### src/common/soc_io_params.svh
// widths, depths, register map and shift divider for the io subsystem
`ifndef SOC_IO_PARAMS_SVH
`define SOC_IO_PARAMS_SVH

// bus
`define IO_DATA_W       32
`define IO_ADDR_W       4

// keyboard side
`define KB_CODE_W       8
`define KB_FIFO_DEPTH   8

// display side
`define SEG_FIFO_DEPTH  4
// seg_clk half period is 2**SEG_DIV_LOG2 clk200m cycles
`define SEG_DIV_LOG2    2

// register map, word addresses
`define ADDR_KB         0
`define ADDR_SWT        1
`define ADDR_LED        2
`define ADDR_SEG        3
`define ADDR_STAT       4

`endif

### src/common/io_bus_pkg.sv
// register bus request and response types for the processor side
`include "soc_io_params.svh"

package io_bus_pkg;

    // one request per cycle, at most one strobe high
    typedef struct packed {
        // word address
        logic [`IO_ADDR_W-1:0] addr;
        // write payload, ignored on reads
        logic [`IO_DATA_W-1:0] wdata;
        // write strobe
        logic                  we;
        // read strobe
        logic                  re;
    } io_req_t;

    // response comes back one cycle after re
    typedef struct packed {
        logic                  rvalid;
        logic [`IO_DATA_W-1:0] rdata;
    } io_rsp_t;

endpackage

### src/common/periph_pkg.sv
// payload types for keyboard codes, display words and the status register
`include "soc_io_params.svh"

package periph_pkg;

    // one ps/2 scan code
    typedef logic [`KB_CODE_W-1:0] kb_code_t;

    // one word for the seven-segment chain
    typedef logic [`IO_DATA_W-1:0] seg_word_t;

    // keyboard queue fill level, 0 up to depth
    typedef logic [$clog2(`KB_FIFO_DEPTH+1)-1:0] kb_count_t;

    // status word, sits in the low bits of rdata
    // kb_count lowest, then overflow, display full, shifter busy
    typedef struct packed {
        logic      seg_busy;
        logic      seg_full;
        logic      kb_overflow;
        kb_count_t kb_count;
    } io_status_t;

endpackage

### src/ps2/ps2_rx.sv
// ps/2 receiver, samples the data line on ps2_clk falling edges and checks each frame
`include "soc_io_params.svh"

module ps2_rx (
    input  logic                 clk200m,
    input  logic                 rst,
    input  logic                 ps2_clk,
    input  logic                 ps2_data,
    output logic                 code_valid,
    output periph_pkg::kb_code_t code
);
    import periph_pkg::*;

    // about 4k cycles without a falling edge drops a partial frame
    localparam int IDLE_W = 12;

    // two sync flops plus one delay stage for edge detect
    logic [2:0]        clk_sync;
    logic [1:0]        data_sync;
    logic              fall;
    // start, 8 data, parity, stop
    logic [10:0]       frame_sr;
    logic [3:0]        bit_cnt;
    logic [IDLE_W-1:0] idle_cnt;
    logic              frame_done;
    logic              frame_ok;
    kb_code_t          frame_code;

    // sync both lines into clk200m
    always_ff @(posedge clk200m or posedge rst) begin
        if (rst) begin
            clk_sync  <= 3'b111;
            data_sync <= 2'b11;
        end else begin
            clk_sync  <= {clk_sync[1:0], ps2_clk};
            data_sync <= {data_sync[0], ps2_data};
        end
    end

    // high for one cycle when the synced clock goes low
    assign fall = clk_sync[2] & ~clk_sync[1];

    // shift in LSB first, start bit ends up at bit 0
    always_ff @(posedge clk200m or posedge rst) begin
        if (rst) begin
            bit_cnt    <= '0;
            idle_cnt   <= '0;
            frame_done <= 1'b0;
        end else begin
            frame_done <= 1'b0;
            if (bit_cnt == 4'd11) begin
                // stop bit is in, hand frame to the check stage
                bit_cnt    <= '0;
                frame_done <= 1'b1;
            end else if (fall) begin
                bit_cnt <= bit_cnt + 4'd1;
            end else if (&idle_cnt && bit_cnt != 4'd0) begin
                // line went quiet mid frame
                bit_cnt <= '0;
            end

            if (fall) begin
                idle_cnt <= '0;
            end else if (!(&idle_cnt)) begin
                idle_cnt <= idle_cnt + 1'b1;
            end
        end
    end

    // frame payload shift register
    always_ff @(posedge clk200m) begin
        if (fall && bit_cnt != 4'd11) begin
            frame_sr <= {data_sync[1], frame_sr[10:1]};
        end
    end

    // start low, stop high, odd parity over data plus parity bit
    assign frame_code = frame_sr[8:1];
    assign frame_ok   = ~frame_sr[0] & frame_sr[10] & (^frame_sr[9:1]);

    always_ff @(posedge clk200m or posedge rst) begin
        if (rst) begin
            code_valid <= 1'b0;
        end else begin
            code_valid <= frame_done & frame_ok;
        end
    end

    always_ff @(posedge clk200m) begin
        if (frame_done) begin
            code <= frame_code;
        end
    end

endmodule

### src/design/io_fifo.sv
// small synchronous circular queue, payload type given as a parameter
module io_fifo #(
    parameter type payload_t = logic [7:0],
    parameter int  DEPTH     = 4
) (
    input  logic                         clk200m,
    input  logic                         rst,
    input  logic                         push,
    input  payload_t                     push_data,
    input  logic                         pop,
    output payload_t                     pop_data,
    output logic                         full,
    output logic                         empty,
    output logic [$clog2(DEPTH+1)-1:0]   count
);

    localparam int PTR_W = (DEPTH > 1) ? $clog2(DEPTH) : 1;
    localparam int CNT_W = $clog2(DEPTH+1);

    payload_t         mem [DEPTH];
    logic [PTR_W-1:0] wr_ptr;
    logic [PTR_W-1:0] rd_ptr;
    logic             do_push;
    logic             do_pop;

    // wrap at DEPTH, depth need not be a power of two
    function automatic logic [PTR_W-1:0] ptr_next(input logic [PTR_W-1:0] ptr);
        ptr_next = (ptr == PTR_W'(DEPTH-1)) ? '0 : ptr + 1'b1;
    endfunction

    assign full  = (count == CNT_W'(DEPTH));
    assign empty = (count == '0);

    // push on full and pop on empty fall through
    assign do_push = push & ~full;
    assign do_pop  = pop & ~empty;

    // oldest entry always on the output
    assign pop_data = mem[rd_ptr];

    always_ff @(posedge clk200m or posedge rst) begin
        if (rst) begin
            wr_ptr <= '0;
            rd_ptr <= '0;
            count  <= '0;
        end else begin
            if (do_push) begin
                wr_ptr <= ptr_next(wr_ptr);
            end
            if (do_pop) begin
                rd_ptr <= ptr_next(rd_ptr);
            end
            case ({do_push, do_pop})
                2'b10:   count <= count + 1'b1;
                2'b01:   count <= count - 1'b1;
                default: count <= count;
            endcase
        end
    end

    // storage
    always_ff @(posedge clk200m) begin
        if (do_push) begin
            mem[wr_ptr] <= push_data;
        end
    end

endmodule

### src/design/io_regs.sv
// register block, decodes the bus, holds leds and overflow, drives queue strobes
`include "soc_io_params.svh"

module io_regs (
    input  logic                  clk200m,
    input  logic                  rst,
    input  io_bus_pkg::io_req_t   bus_req,
    output io_bus_pkg::io_rsp_t   bus_rsp,
    input  logic [7:0]            swt,
    output logic [7:0]            leds,
    input  logic                  kb_push_drop,
    input  periph_pkg::kb_code_t  kb_data,
    input  logic                  kb_empty,
    input  periph_pkg::kb_count_t kb_count,
    output logic                  kb_pop,
    input  logic                  seg_full,
    output logic                  seg_push,
    output periph_pkg::seg_word_t seg_push_data,
    input  logic                  seg_busy
);
    import io_bus_pkg::*;
    import periph_pkg::*;

    logic [1:0][7:0] swt_sync;
    logic            kb_overflow;
    logic            rd_kb;
    io_status_t      status;
    io_rsp_t         rsp_d;

    // address hits
    assign rd_kb    = bus_req.re && (bus_req.addr == `IO_ADDR_W'(`ADDR_KB));
    assign kb_pop   = rd_kb & ~kb_empty;
    // full queue drops the word here
    assign seg_push = bus_req.we && (bus_req.addr == `IO_ADDR_W'(`ADDR_SEG)) && !seg_full;
    assign seg_push_data = bus_req.wdata;

    assign status = '{
        seg_busy:    seg_busy,
        seg_full:    seg_full,
        kb_overflow: kb_overflow,
        kb_count:    kb_count
    };

    // next read response
    always_comb begin
        rsp_d.rvalid = bus_req.re;
        rsp_d.rdata  = '0;
        if (bus_req.re) begin
            case (bus_req.addr)
                `IO_ADDR_W'(`ADDR_KB): begin
                    // empty queue reads as zero
                    if (!kb_empty) begin
                        rsp_d.rdata[`KB_CODE_W-1:0] = kb_data;
                        rsp_d.rdata[`KB_CODE_W]     = 1'b1;
                    end
                end
                `IO_ADDR_W'(`ADDR_SWT): rsp_d.rdata[7:0] = swt_sync[1];
                `IO_ADDR_W'(`ADDR_STAT): rsp_d.rdata[$bits(io_status_t)-1:0] = status;
                default: rsp_d.rdata = '0;
            endcase
        end
    end

    always_ff @(posedge clk200m or posedge rst) begin
        if (rst) begin
            bus_rsp     <= '0;
            leds        <= '0;
            kb_overflow <= 1'b0;
            swt_sync    <= '0;
        end else begin
            bus_rsp  <= rsp_d;
            swt_sync <= {swt_sync[0], swt};
            if (bus_req.we && bus_req.addr == `IO_ADDR_W'(`ADDR_LED)) begin
                leds <= bus_req.wdata[7:0];
            end
            // a new drop wins over the clear
            if (kb_push_drop) begin
                kb_overflow <= 1'b1;
            end else if (rd_kb) begin
                kb_overflow <= 1'b0;
            end
        end
    end

endmodule

### src/seg/seg_serial.sv
// serial shifter, clears the seven-segment chain then sends one word MSB first
`include "soc_io_params.svh"

module seg_serial (
    input  logic                  clk200m,
    input  logic                  rst,
    input  logic                  word_empty,
    input  periph_pkg::seg_word_t word,
    output logic                  take,
    output logic                  busy,
    output logic                  seg_clk,
    output logic                  seg_clrn,
    output logic                  seg_dout,
    output logic                  seg_en
);
    import periph_pkg::*;

    typedef enum logic [1:0] {
        ST_IDLE,
        ST_CLEAR,
        ST_SHIFT
    } phase_t;

    phase_t                 state;
    logic [`SEG_DIV_LOG2:0] div_cnt;
    logic                   fall_tick;
    seg_word_t              shreg;
    logic [4:0]             bit_cnt;

    // free running divider, msb is seg_clk
    always_ff @(posedge clk200m or posedge rst) begin
        if (rst) begin
            div_cnt <= '0;
        end else begin
            div_cnt <= div_cnt + 1'b1;
        end
    end

    assign seg_clk = div_cnt[`SEG_DIV_LOG2];
    // seg_clk drops at the end of this cycle
    assign fall_tick = &div_cnt;

    // only start frames on a falling edge so clrn spans a full period
    assign take = (state == ST_IDLE) && !word_empty && fall_tick;
    assign busy = (state != ST_IDLE);

    // everything below moves on falling edges of seg_clk
    always_ff @(posedge clk200m or posedge rst) begin
        if (rst) begin
            state    <= ST_IDLE;
            bit_cnt  <= '0;
            seg_clrn <= 1'b1;
            seg_en   <= 1'b0;
            seg_dout <= 1'b0;
        end else if (fall_tick) begin
            case (state)
                ST_IDLE: begin
                    if (take) begin
                        seg_clrn <= 1'b0;
                        state    <= ST_CLEAR;
                    end
                end
                ST_CLEAR: begin
                    // clear done, first bit out together with enable
                    seg_clrn <= 1'b1;
                    seg_en   <= 1'b1;
                    seg_dout <= shreg[$bits(seg_word_t)-1];
                    bit_cnt  <= '0;
                    state    <= ST_SHIFT;
                end
                ST_SHIFT: begin
                    if (bit_cnt == 5'd31) begin
                        seg_en   <= 1'b0;
                        seg_dout <= 1'b0;
                        state    <= ST_IDLE;
                    end else begin
                        seg_dout <= shreg[$bits(seg_word_t)-1];
                        bit_cnt  <= bit_cnt + 5'd1;
                    end
                end
                default: state <= ST_IDLE;
            endcase
        end
    end

    // shift register, loaded on take, moves one bit per output bit
    always_ff @(posedge clk200m) begin
        if (take) begin
            shreg <= word;
        end else if (fall_tick && state != ST_IDLE) begin
            shreg <= {shreg[$bits(seg_word_t)-2:0], 1'b0};
        end
    end

endmodule

### src/design/io_top.sv
// io subsystem top, ps/2 receiver and display shifter behind the register bus
`include "soc_io_params.svh"

module io_top (
    input  logic                clk200m,
    input  logic                rst,
    input  io_bus_pkg::io_req_t bus_req,
    output io_bus_pkg::io_rsp_t bus_rsp,
    input  logic                ps2_clk,
    input  logic                ps2_data,
    input  logic [7:0]          swt,
    output logic [7:0]          leds,
    output logic                seg_clk,
    output logic                seg_clrn,
    output logic                seg_dout,
    output logic                seg_en
);
    import periph_pkg::*;

    // keyboard path
    logic      code_valid;
    kb_code_t  code;
    kb_code_t  kb_data;
    logic      kb_full;
    logic      kb_empty;
    kb_count_t kb_count;
    logic      kb_pop;
    logic      kb_push_drop;

    // display path
    logic      seg_push;
    seg_word_t seg_push_data;
    seg_word_t seg_word;
    logic      seg_full;
    logic      seg_empty;
    logic      seg_take;
    logic      seg_busy;

    // code arriving on a full queue is lost
    assign kb_push_drop = code_valid & kb_full;

    ps2_rx u_ps2_rx (
        .clk200m    (clk200m),
        .rst        (rst),
        .ps2_clk    (ps2_clk),
        .ps2_data   (ps2_data),
        .code_valid (code_valid),
        .code       (code)
    );

    io_fifo #(.payload_t(kb_code_t), .DEPTH(`KB_FIFO_DEPTH)) u_kb_fifo (
        .clk200m   (clk200m),
        .rst       (rst),
        .push      (code_valid),
        .push_data (code),
        .pop       (kb_pop),
        .pop_data  (kb_data),
        .full      (kb_full),
        .empty     (kb_empty),
        .count     (kb_count)
    );

    io_fifo #(.payload_t(seg_word_t), .DEPTH(`SEG_FIFO_DEPTH)) u_seg_fifo (
        .clk200m   (clk200m),
        .rst       (rst),
        .push      (seg_push),
        .push_data (seg_push_data),
        .pop       (seg_take),
        .pop_data  (seg_word),
        .full      (seg_full),
        .empty     (seg_empty),
        .count     ()
    );

    io_regs u_io_regs (
        .clk200m       (clk200m),
        .rst           (rst),
        .bus_req       (bus_req),
        .bus_rsp       (bus_rsp),
        .swt           (swt),
        .leds          (leds),
        .kb_push_drop  (kb_push_drop),
        .kb_data       (kb_data),
        .kb_empty      (kb_empty),
        .kb_count      (kb_count),
        .kb_pop        (kb_pop),
        .seg_full      (seg_full),
        .seg_push      (seg_push),
        .seg_push_data (seg_push_data),
        .seg_busy      (seg_busy)
    );

    seg_serial u_seg_serial (
        .clk200m    (clk200m),
        .rst        (rst),
        .word_empty (seg_empty),
        .word       (seg_word),
        .take       (seg_take),
        .busy       (seg_busy),
        .seg_clk    (seg_clk),
        .seg_clrn   (seg_clrn),
        .seg_dout   (seg_dout),
        .seg_en     (seg_en)
    );

endmodule

### config.mk
export PLATFORM = sky130hd
export DESIGN_NAME = io_top
export DESIGN_NICKNAME = d
export VERILOG_FILES = /design/src/common/io_bus_pkg.sv /design/src/common/periph_pkg.sv /design/src/ps2/ps2_rx.sv /design/src/design/io_fifo.sv /design/src/design/io_regs.sv /design/src/seg/seg_serial.sv /design/src/design/io_top.sv
export VERILOG_INCLUDE_DIRS = /design/src /design/src/common
export SDC_FILE = /design/constraint.sdc
export NUM_CORES = 1
export LEC_CHECK = 0
export CAP_MARGIN = 10
export CORE_MARGIN = 5
export CORE_UTILIZATION = 25
export CTS_CLUSTER_DIAMETER = 80
export DETAILED_ROUTE_END_ITERATION = 7
export DONT_BUFFER_PORTS = 1
export GPL_TIMING_DRIVEN = 0
export SYNTH_ARGS = -nofsm -noshare
export SYNTH_HDL_FRONTEND = slang
export SYNTH_SLANG_ARGS = --single-unit
### constraint.sdc
create_clock -name clk200m -period 4.15 [get_ports clk200m]
set_clock_uncertainty 0.2 [all_clocks]
set_input_delay 1.0375 -clock clk200m [delete_from_list [all_inputs] [get_ports clk200m]]
set_output_delay 1.0375 -clock clk200m [all_outputs]
set_load 0.005 [all_outputs]
# ---- Word-level counts from Yosys, hierarchy flattened
# Memories as Yosys holds them, arrays and structs flattened.
# Cells that the tools add are included.
dict set report classes {
  muxes 36
  n_reduce_logical 32
  add_sub_neg 12
  eq_ne 23
  bitwise 16
}
# cell count
set op_table {}
lappend op_table {{$mux W32} 2}
lappend op_table {{$mux W12} 2}
lappend op_table {{$pmux W7 S3} 1}
lappend op_table {{$reduce_and A5 Y1} 4}
lappend op_table {{$mux W9} 2}
lappend op_table {{$reduce_bool A2 Y1} 7}
lappend op_table {{$add A12 B1 Y12 const B} 1}
lappend op_table {{$add A3 B1 Y3 const B} 4}
lappend op_table {{$mux W4} 3}
lappend op_table {{$reduce_and A12 Y1} 1}
lappend op_table {{$mux W1} 11}
lappend op_table {{$and A1 B1 Y1} 10}
lappend op_table {{$eq A2 B2 Y1 const B} 5}
lappend op_table {{$pmux W5 S2} 1}
lappend op_table {{$eq A3 B3 Y1 const B} 3}
lappend op_table {{$logic_and A1 B1 Y1} 9}
lappend op_table {{$reduce_xor A9 Y1} 1}
lappend op_table {{$add A4 B1 Y4 const B} 2}
lappend op_table {{$eq A4 B2 Y1 const B} 2}
lappend op_table {{$eq A4 B4 Y1 const B} 2}
lappend op_table {{$logic_not A4 Y1} 2}
lappend op_table {{$mux W2} 4}
lappend op_table {{$pmux W1 S2} 4}
lappend op_table {{$pmux W4 S2} 1}
lappend op_table {{23 further kinds} 35}
dict set report totals {
  in_bits 50
  ramBits 192
  regBits 139
  n_memories 2
}
# memory depth word_bits rd rd_ports_with_merged_regs wr line
set mem_list {}
lappend mem_list {u_seg_fifo.mem 4 32 1 0 1 io_fifo.sv:20} ;# payload_t mem [DEPTH];
lappend mem_list {u_kb_fifo.mem 8 8 1 0 1 io_fifo.sv:20}

# ---- Longest topological paths before layout
# Gate-level depths: netlist of the first run.
dict set report depth {
  depth_word 7
  ltp_mapped 13
  mapped_depth_nobuf 10
}

# ---- Hierarchy
# A second synthesis of the first run with hierarchy kept.
dict set report unflattened {
  cells_unflattened 770
  area_unflattened_um2 13832.0
}
# mod instances area_per_inst_um2 seq_area_each_um2 cells_each
set modules_own_cells {}
lappend modules_own_cells {{io_fifo at u_seg_fifo} 1 5119.9 4018.9 209}
lappend modules_own_cells {{io_fifo at u_kb_fifo} 1 3158.0 2172.1 161}
lappend modules_own_cells {seg_serial 1 2179.6 1287.5 139}
lappend modules_own_cells {ps2_rx 1 1714.1 1152.4 128}
lappend modules_own_cells {io_regs 1 1654.1 875.8 132}
lappend modules_own_cells {io_top 1 6.3 0.0 1}

# ---- Least setup slack after synthesis of the first run
# OpenSTA, ideal clock, no wires.
dict set report synth_path {
  kind {input port to flip-flop}
  from {in bus_req[35] (netlist name)}
  to {reg u_kb_fifo.count[2]}
  required_ps 3820
  path_stages 13
  n_path_buf 3
  arrival_time_ps 3314
  slack_ps 506
  setup_time_ps 130
  path_cell_list {or3b_1 buf_6 or4_1 buf_2 buf_6 inv_1 ha_1 xor2_1 ha_1 a21oi_1 xor2_1 nor2_1 xor2_1}
}
dict set report synth_via {
  elab_chain_cells 6
  elab_cells_between_ends 8
  cone_classes {eq/ne (2); mux (1); bitwise (2); reduce/logical (3)}
}
# item line
set synth_rtl {}
lappend synth_rtl {{start, declared} io_top.sv:7} ;# input io_bus_pkg::io_req_t bus_req,
lappend synth_rtl {{$logic_not A4 Y1 (*)} io_regs.sv:31} ;# assign rd_kb = bus_req.re && (bus_req.addr == `IO_ADDR_W'(`ADDR_KB));
lappend synth_rtl {{$logic_and A1 B1 Y1 (*)} io_regs.sv:31}
lappend synth_rtl {{$and A1 B1 Y1 (*)} io_regs.sv:32} ;# assign kb_pop = rd_kb & ~kb_empty;
lappend synth_rtl {{$and A1 B1 Y1 (*)} io_fifo.sv:36} ;# assign do_pop = pop & ~empty;
lappend synth_rtl {{via u_kb_fifo.do_pop} io_fifo.sv:24} ;# logic do_pop;
lappend synth_rtl {{$eq A2 B1 Y1 / $eq A2 B2 Y1 (equally long branches)} io_fifo.sv:53} ;# case ({do_push, do_pop})
lappend synth_rtl {{$pmux W4 S2 / $reduce_bool A2 Y1 (equally long branches)} n/a}
lappend synth_rtl {{end signal, assigned} io_fifo.sv:54} ;# 2'b10: count <= count + 1'b1;
lappend synth_rtl {{end signal, assigned} io_fifo.sv:55} ;# 2'b01: count <= count - 1'b1;
lappend synth_rtl {{end signal, assigned} io_fifo.sv:56} ;# default: count <= count;
lappend synth_rtl {{end, declared} io_fifo.sv:14} ;# output logic [$clog2(DEPTH+1)-1:0] count
# The timed path passes the listed nets; every way through them passes the cells marked *.
# A chain may end at the register's enable or synchronous reset.

# ---- Final worst setup path of the first run
# Same ends and word-level chain as after synthesis.

==> results of run 1 <==
synthesized netlist by cell type, types with 4 or more instances:
cell | number | share of area (%)
nand2_1 | 31 | 0.89
mux2i_1 | 11 | 0.84
edfxtp_1 | 243 | 56
nand4_1 | 4 | 0.19
dfrtp_1 | 82 | 16
o22ai_1 | 8 | 0.38
and2_1 | 5 | 0.24
dfstp_2 | 6 | 1.2
and3_1 | 4 | 0.19
a21oi_1 | 7 | 0.27
a21o_1 | 4 | 0.23
ha_1 | 23 | 2.2
or3_1 | 4 | 0.19
nor2b_1 | 6 | 0.29
nand2b_1 | 7 | 0.34
inv_1 | 17 | 0.49
a22oi_1 | 7 | 0.40
a31oi_1 | 5 | 0.24
mux2_2 | 45 | 3.9
mux4_2 | 48 | 8.3
nor3_1 | 10 | 0.38
clkbuf_1 | 13 | 0.37
buf_2 | 7 | 0.27
xor2_1 | 10 | 0.67
buf_1 | 4 | 0.11
nand3_1 | 8 | 0.31
o21ai_0 | 19 | 0.73
xnor2_1 | 8 | 0.54
nor2_1 | 26 | 0.75
buf_4 | 23 | 1.3
cell usage in the layout, fill, tap and decap left out, types with 4 or more instances in the layout:
cell type / netlist / layout
a21o_1: 4 / 4
a21oi_1: 7 / 7
a22oi_1: 7 / 7
a31oi_1: 5 / 5
and2_2: 0 / 4
and3_1: 4 / 4
buf_1: 4 / 4
buf_12: 0 / 4
buf_2: 7 / 7
buf_4: 23 / 25
clkbuf_1: 13 / 17
clkbuf_16: 0 / 39
clkinv_1: 0 / 9
clkinv_2: 0 / 6
clkinvlp_4: 0 / 4
conb_1: 1 / 23
dfrtp_1: 82 / 82
dfstp_2: 6 / 6
edfxtp_1: 243 / 243
ha_1: 23 / 23
inv_1: 17 / 16
mux2_2: 45 / 45
mux2i_1: 11 / 11
mux4_2: 48 / 48
nand2_1: 31 / 31
nand2b_1: 7 / 7
nand3_1: 8 / 8
nand4_1: 4 / 4
nor2_1: 26 / 26
nor2b_1: 6 / 6
nor3_1: 10 / 10
o21ai_0: 19 / 19
o22ai_1: 8 / 8
or3_1: 4 / 4
xnor2_1: 8 / 8
xor2_1: 10 / 10
sequential cells by signal, indices dropped and copies added (netlist names), 2 cells and up:
signal	count
u_kb_fifo.count	4
u_seg_fifo.mem	128
u_io_regs.swt_sync	16
u_seg_serial.bit_cnt	5
u_seg_serial.state	2
u_ps2_rx.clk_sync	3
u_ps2_rx.code	8
u_kb_fifo.wr_ptr	3
u_kb_fifo.mem	64
u_kb_fifo.rd_ptr	3
u_ps2_rx.data_sync	2
u_ps2_rx.frame_sr	11
u_seg_serial.shreg	32
u_io_regs.leds	8
u_ps2_rx.idle_cnt	12
u_seg_serial.div_cnt	3
u_ps2_rx.bit_cnt	4
u_seg_fifo.wr_ptr	2
u_seg_fifo.count	3
u_seg_fifo.rd_ptr	2
u_io_regs.bus_rsp	10
how the worst max path moves through the flow:
stage,from,end,slack (ns),cells past startpoint
final,bus_req[35],u_kb_fifo.count[2]$_DFFE_PP0P_,0.79,13
after global routing,bus_req[35],u_kb_fifo.count[2]$_DFFE_PP0P_,0.59,13
after CTS,bus_req[35],u_kb_fifo.count[2]$_DFFE_PP0P_,0.82,13
after detailed placement,bus_req[35],u_kb_fifo.count[2]$_DFFE_PP0P_,0.24,13
after global placement,rst,u_io_regs.swt_sync[14]$_DFF_PP0_,-0.88,1
after floorplan,bus_req[35],u_kb_fifo.count[2]$_DFFE_PP0P_,0.51,13
cell type report:
type                            count  share of cell area [%]
Tap cell                          680                    5.54
Sequential cell                   331                    61.8
Inverter                           17                   0.431
Clock buffer                       43                    6.45
Clock inverter                     28                    1.59
Timing Repair Buffer                7                   0.798
Multi-Input combinational cell    352                    21.4
Buffer                             49                    1.91
kinds of logic (layout without fill, tap and decap cells):
kind of cell | Yosys count | in the layout | share of synthesized area, %
adders and majority gates | 24 | 24 | 2.35
muxes | 105 | 105 | 13.1
AOI/OAI and AO/OA | 64 | 64 | 3.18
other | 1 | 23 | 0.0287
xor gates and xnor gates | 19 | 19 | 1.38
buffers and inverters | 66 | 144 | 2.74
and+or+nand+nor | 117 | 117 | 4.49
DFF | 331 | 331 | 72.7
layer usage:
metal  wire length [um]  GRT usage (%)  up-vias
li1                   -              -     2911
met1              11500           12.1     3230
met2              12400           14.5      136
met3               1830           3.15       49
met4                683           3.11        0
met5                  0              0        -
power groups by stage:
stage / clock, W / sequential, W / combinational, W
floorplan: 0 / 0.00391 / 0.000962
global placement: 0 / 0.00395 / 0.00121
detailed placement: 0 / 0.00396 / 0.00124
CTS: 0.00336 / 0.00390 / 0.00124
global route: 0.00351 / 0.00392 / 0.00134
finish: 0.00326 / 0.00389 / 0.00120
per-stage QoR:
step           hold WS (ns)  power [W]
2_1_floorplan         0.131    0.00487
3_3_place_gp          0.135    0.00516
3_5_place_dp          0.139    0.00520
4_1_cts               0.152    0.00850
5_1_grt               0.158    0.00878
6_report              0.148    0.00836
worst max-delay path: stages:
cell and delay [ns]:
or3b_1 0.44, buf_6 0.18, or4_1 0.46, buf_2 0.18, buf_6 0.16, inv_1 0.08, ha_1 0.24, xor2_1 0.10
ha_1 0.19, a21oi_1 0.15, xor2_1 0.16, nor2_1 0.06, xor2_1 0.14
==> flow_summary.yaml, run 1 <==
grt:
  overflow: 0
  antenna_found_initial: 2
  grt_max_degree: 54
  grtUsageTotal_pct: 9.25
  grt_pass1_vias: 6665
  grt_pass1_wl_um: 40300
finish:
  antennaDiodeCount: 0
  layout.area.seq_um2: 9510
  nets: 871
  fin_cells: 1507
  drive_gt1_share_pct: 24.8
  design_area_um2: 15400
  multi_input_area_um2: 3300
  post-route-util_pct: 29.8
  nFillCells: 5092
  area_delta_synth_final_pct: 17.6
setup_path:
  path_class: "input pin to flip-flop"
  required_ns: 4.37
  cp-start-kind: "input pin"
  ff2ff_setup_slack_ns: 1.30
  crit_fanout: 10
  timing.rr.end: "u_kb_fifo.count[2]$_DFFE_PP0P_"
  crit_path_end_kind: "flip-flop"
  rr_worst_depth: 13
  reg2reg_from: "u_kb_fifo.count[1]$_DFFE_PP0P_"
  critical_path_arrival_ns: 3.58
routing:
  viasPerCell: 4.20
  drt_wl_total_um: 26400
  ant_nets: 0
  dr.pass1.iters: 4
  drcViolationCount: 0
  drtIter0Drc: 374
  dr_total_vias: 6326
  wl_per_cell_um: 17.5
pwr:
  power.share.clock_pct: 39.0
  leakagePower_nw: 5.43
  power_density_nw_per_um2: 544
  power_switching_w: 0.00214
  pwr-share-seq_pct: 46.6
  swShare_pct: 25.6
  combPwrFrac_pct: 14.4
  internal_power_w: 0.00622
  ir_drop_v: 0.000274
floorplanning:
  chipWidth_um: 239
  die_y_um: 239
  rows: 83
  initial_utilization_pct: 25.4
  core_area_um2: 51500
  io_pins: 95
  die_area_um2: 57000
place:
  hpwl_um: 17600
  place_ws_ns: 0.242
  port_buffers: 0
  placed_cell_area_um2: 14100
  place_inst: 1436
  routabilityCongestion: 0.693
hold_path:
  hp-class: "flip-flop to flip-flop"
  whs_endpoint: "u_io_regs.swt_sync[12]$_DFF_PP0_"
  min_from: "u_io_regs.swt_sync[4]$_DFF_PP0_"
  hold_depth: 0
timing:
  fin_crit_ns: 3.36
  post-route-period-util_pct: 80.9
  slew_headroom_pct: 27.5
  finalSetupViolCount: 0
  final.setup.tns_ns: 0
  hold_viol: 0
  clock.fmax_ghz: 0.298
  rsz0062_at_grt: "no"
  tightest_slew_ns: 1.08
  setup_slack_ns: 0.793
  report.final.slew_viol_count: 0
yosys:
  avgSynthCellArea_um2: 18.0
  synth_edf_count: 243
  synth_area_um2: 13100
  syn_inst: 727
  yosysSeqAreaShare_pct: 72.7
  ys_types: 51
  synth_flop_cell: "edfxtp_1"
  ys_warn_count: 0
  synth.ff_latch_count: 331
  async_flop_share_pct: 26.6
cts:
  ctsResizeCount: 0
  ctsHoldBuffers: 0
  cts_tree: "yes"
  post_cts_buffers: 0
  root_buffer: "clkbuf_16"
  cts_buffers: 39
  cts.sinks: 331
  htree_levels: 2
  cts.clk_slew.worst_paths_ns: 0.06
  clk_latency_ns: 0.55
  clockBufferDepth: 3
run:
  cap_violations: 0
run_status:
  run_status: "complete, no violations"
No activity file was read; power rests on OpenSTA's default activity.
==> run 2, diff against run 1 <==
==> constraint.sdc (replaced) <==
create_clock -name clk200m -period 3.41 [get_ports clk200m]
set_clock_uncertainty 0.2 [all_clocks]
set_input_delay 0.8525 -clock clk200m [delete_from_list [all_inputs] [get_ports clk200m]]
set_output_delay 0.8525 -clock clk200m [all_outputs]
set_load 0.005 [all_outputs]
==> run 2 against run 1 <==
Against the previous run:
- count of clock-buffer cells in the layout rose by 2
- clock power rose by 17%
- sequential power rose by 22%
- sequential share of layout area rose by 0.21 points
- highest routed layer unchanged
==> flow_summary.yaml, run 2 (same netlist as run 1, synthesis figures left out) <==
floorplanning:
  rows: 83
  die_area_um2: 57000
  die_y_um: 239
  initial_utilization_pct: 25.4
  chipWidth_um: 239
  io_pins: 95
  core_area_um2: 51500
finish:
  top_regs: "u_seg_fifo.mem: 128 flops, u_kb_fifo.mem: 64 flops, u_seg_serial.shreg: 32 flops"
  top_register: "u_seg_fifo.mem"
  area_delta_synth_final_pct: 17.2
  final_common_cell: "edfxtp_1"
  fin_cells: 1500
  design_area_um2: 15300
  layout_common_cells: "243 x edfxtp_1, 82 x dfrtp_1, 48 x mux4_2"
  nets: 869
  drive_gt1_share_pct: 25.2
  largest_register_ffs: 128
grt:
  grtUsageTotal_pct: 9.12
  antenna_found_initial: 1
  overflow: 0
  grt_pass1_wl_um: 40300
  grt_pass1_vias: 6838
  grt_max_degree: 57
setup_path:
  cpMaxStageDelayCell: "or4_4"
  required_ns: 3.66
  cpPeakStageDelay_ns: 0.48
  path_cells: "or3b_1 > buf_6 > or4_4 > buf_6 > buf_6 > inv_2 > ha_2 > xor2_1 > ha_2 > a21oi_2 > xor2_1 > nor2_1 > xor2_1"
  cp-start-kind: "input pin"
  crit_fanout: 10
  path_class: "input pin to flip-flop"
  critical_path_arrival_ns: 3.33
  crit_path_end_kind: "flip-flop"
  rr_worst_depth: 13
routing:
  viasPerCell: 4.21
  drtIter0Drc: 358
  dr_total_vias: 6314
  dr.pass1.iters: 4
  drcViolationCount: 0
  wl_per_cell_um: 17.4
  drt_wl_total_um: 26100
  ant_nets: 0
cts:
  ctsResizeCount: 0
  clockBufferDepth: 3
  cts_tree: "yes"
  cts.clk_slew.worst_paths_ns: 0.06
  ctsHoldBuffers: 0
  root_buffer: "clkbuf_16"
  clk_latency_ns: 0.55
  cts_buffers: 37
  post_cts_buffers: 0
  htree_levels: 2
  cts.sinks: 331
timing:
  post-route-period-util_pct: 90.3
  hold_viol: 0
  finalSetupViolCount: 0
  rsz0062_at_grt: "no"
  tightest_slew_ns: 1.05
  clock.fmax_ghz: 0.325
  slew_headroom_pct: 30.0
  hold_ws_ns: 0.0165
  fin_crit_ns: 3.08
  report.final.slew_viol_count: 0
pwr:
  ir_drop_v: 0.000374
  finalPower_w: 0.0100
  power_density_nw_per_um2: 653
  leakagePower_nw: 5.41
run_status:
  run_status: "complete, no violations"
place:
  place_inst: 1436
  hpwl_um: 17300
  port_buffers: 0
  routabilityCongestion: 0.731
  placed_cell_area_um2: 14200
hold_path:
  hp-class: "input pin to asynchronous set/reset pin"
run:
  cap_violations: 0
[run 2: cell count changes in the layout (fill, tap and decap cells not counted), sizes merged]
| cell | previous run | this run |
|---|---|---|
| clkinvlp | 4 | 0 |
| diode | 0 | 1 |
| clkbuf | 56 | 58 |
| inv | 20 | 21 |
| clkinv | 19 | 12 |
[run 2: metal layers]
metal  vias to the layer above  wire length (um)  GRT usage, %
met5                         -                 0             0
met4                         0               592          2.96
met3                        40              1640          2.78
met2                       131             12700          14.8
met1                      3241             11200          11.7
li1                       2902                 -             -
[run 2: through the flow]
step / util [%] / setup WS (ns) / TNS (ns)
after floorplan: - / 0.0137 / 0
after global placement: 27.2 / -1.43 / -203.63
after detailed placement: 27.5 / -0.249 / -0.413
after CTS: 29.7 / 0.316 / 0
after global routing: 29.7 / 0.168 / 0
final: 29.7 / 0.330 / 0
[run 2: report_power, final]
part | switching [W] | internal (W) | total [W]
Combinational | 0.000727 | 0.000736 | 0.00146
Clock | 0.00158 | 0.00223 | 0.00381
Sequential | 0.000182 | 0.00455 | 0.00473
Total | 0.00249 | 0.00752 | 0.0100
[run 2: cell type report]
| type | count | area (um^2) |
|---|---|---|
| inverters | 17 | 66.3 |
| repair buffers | 7 | 123 |
| clock buffers | 45 | 987 |
| well taps | 680 | 851 |
| multi-input cells | 352 | 3310 |
| diodes | 1 | 2.50 |
| clock inverters | 18 | 174 |
| flip-flops and latches | 331 | 9510 |
| plain buffers | 49 | 300 |
| fillers | 5104 | 36200 |
[run 2: critical path: cells and delay by family]
family          cells  cell delay [ns]
compound gates      1             0.03
xor+xnor            3             0.47
fa+ha+maj           2             0.41
buf+inv             4             0.54
simple gates        3             1.02
[run 2: worst paths after layout]
| path | start | end | slack (ns) |
|---|---|---|---|
| min in group clk200m | ps2_clk | u_ps2_rx.clk_sync[0]$_DFF_PP1_ | 0.12 |
| max in group asynchronous | rst | u_ps2_rx.data_sync[0]$_DFF_PP1_ | 2.28 |
| worst max register to register | u_kb_fifo.count[1]$_DFFE_PP0P_ | u_kb_fifo.count[2]$_DFFE_PP0P_ | 0.58 |
| worst min-delay path | rst | u_io_regs.leds[6]$_DFFE_PP0P_ | 0.02 |
| worst max-delay path | bus_req[35] | u_kb_fifo.count[2]$_DFFE_PP0P_ | 0.33 |
| worst min register to register | u_io_regs.swt_sync[3]$_DFF_PP0_ | u_io_regs.swt_sync[11]$_DFF_PP0_ | 0.15 |
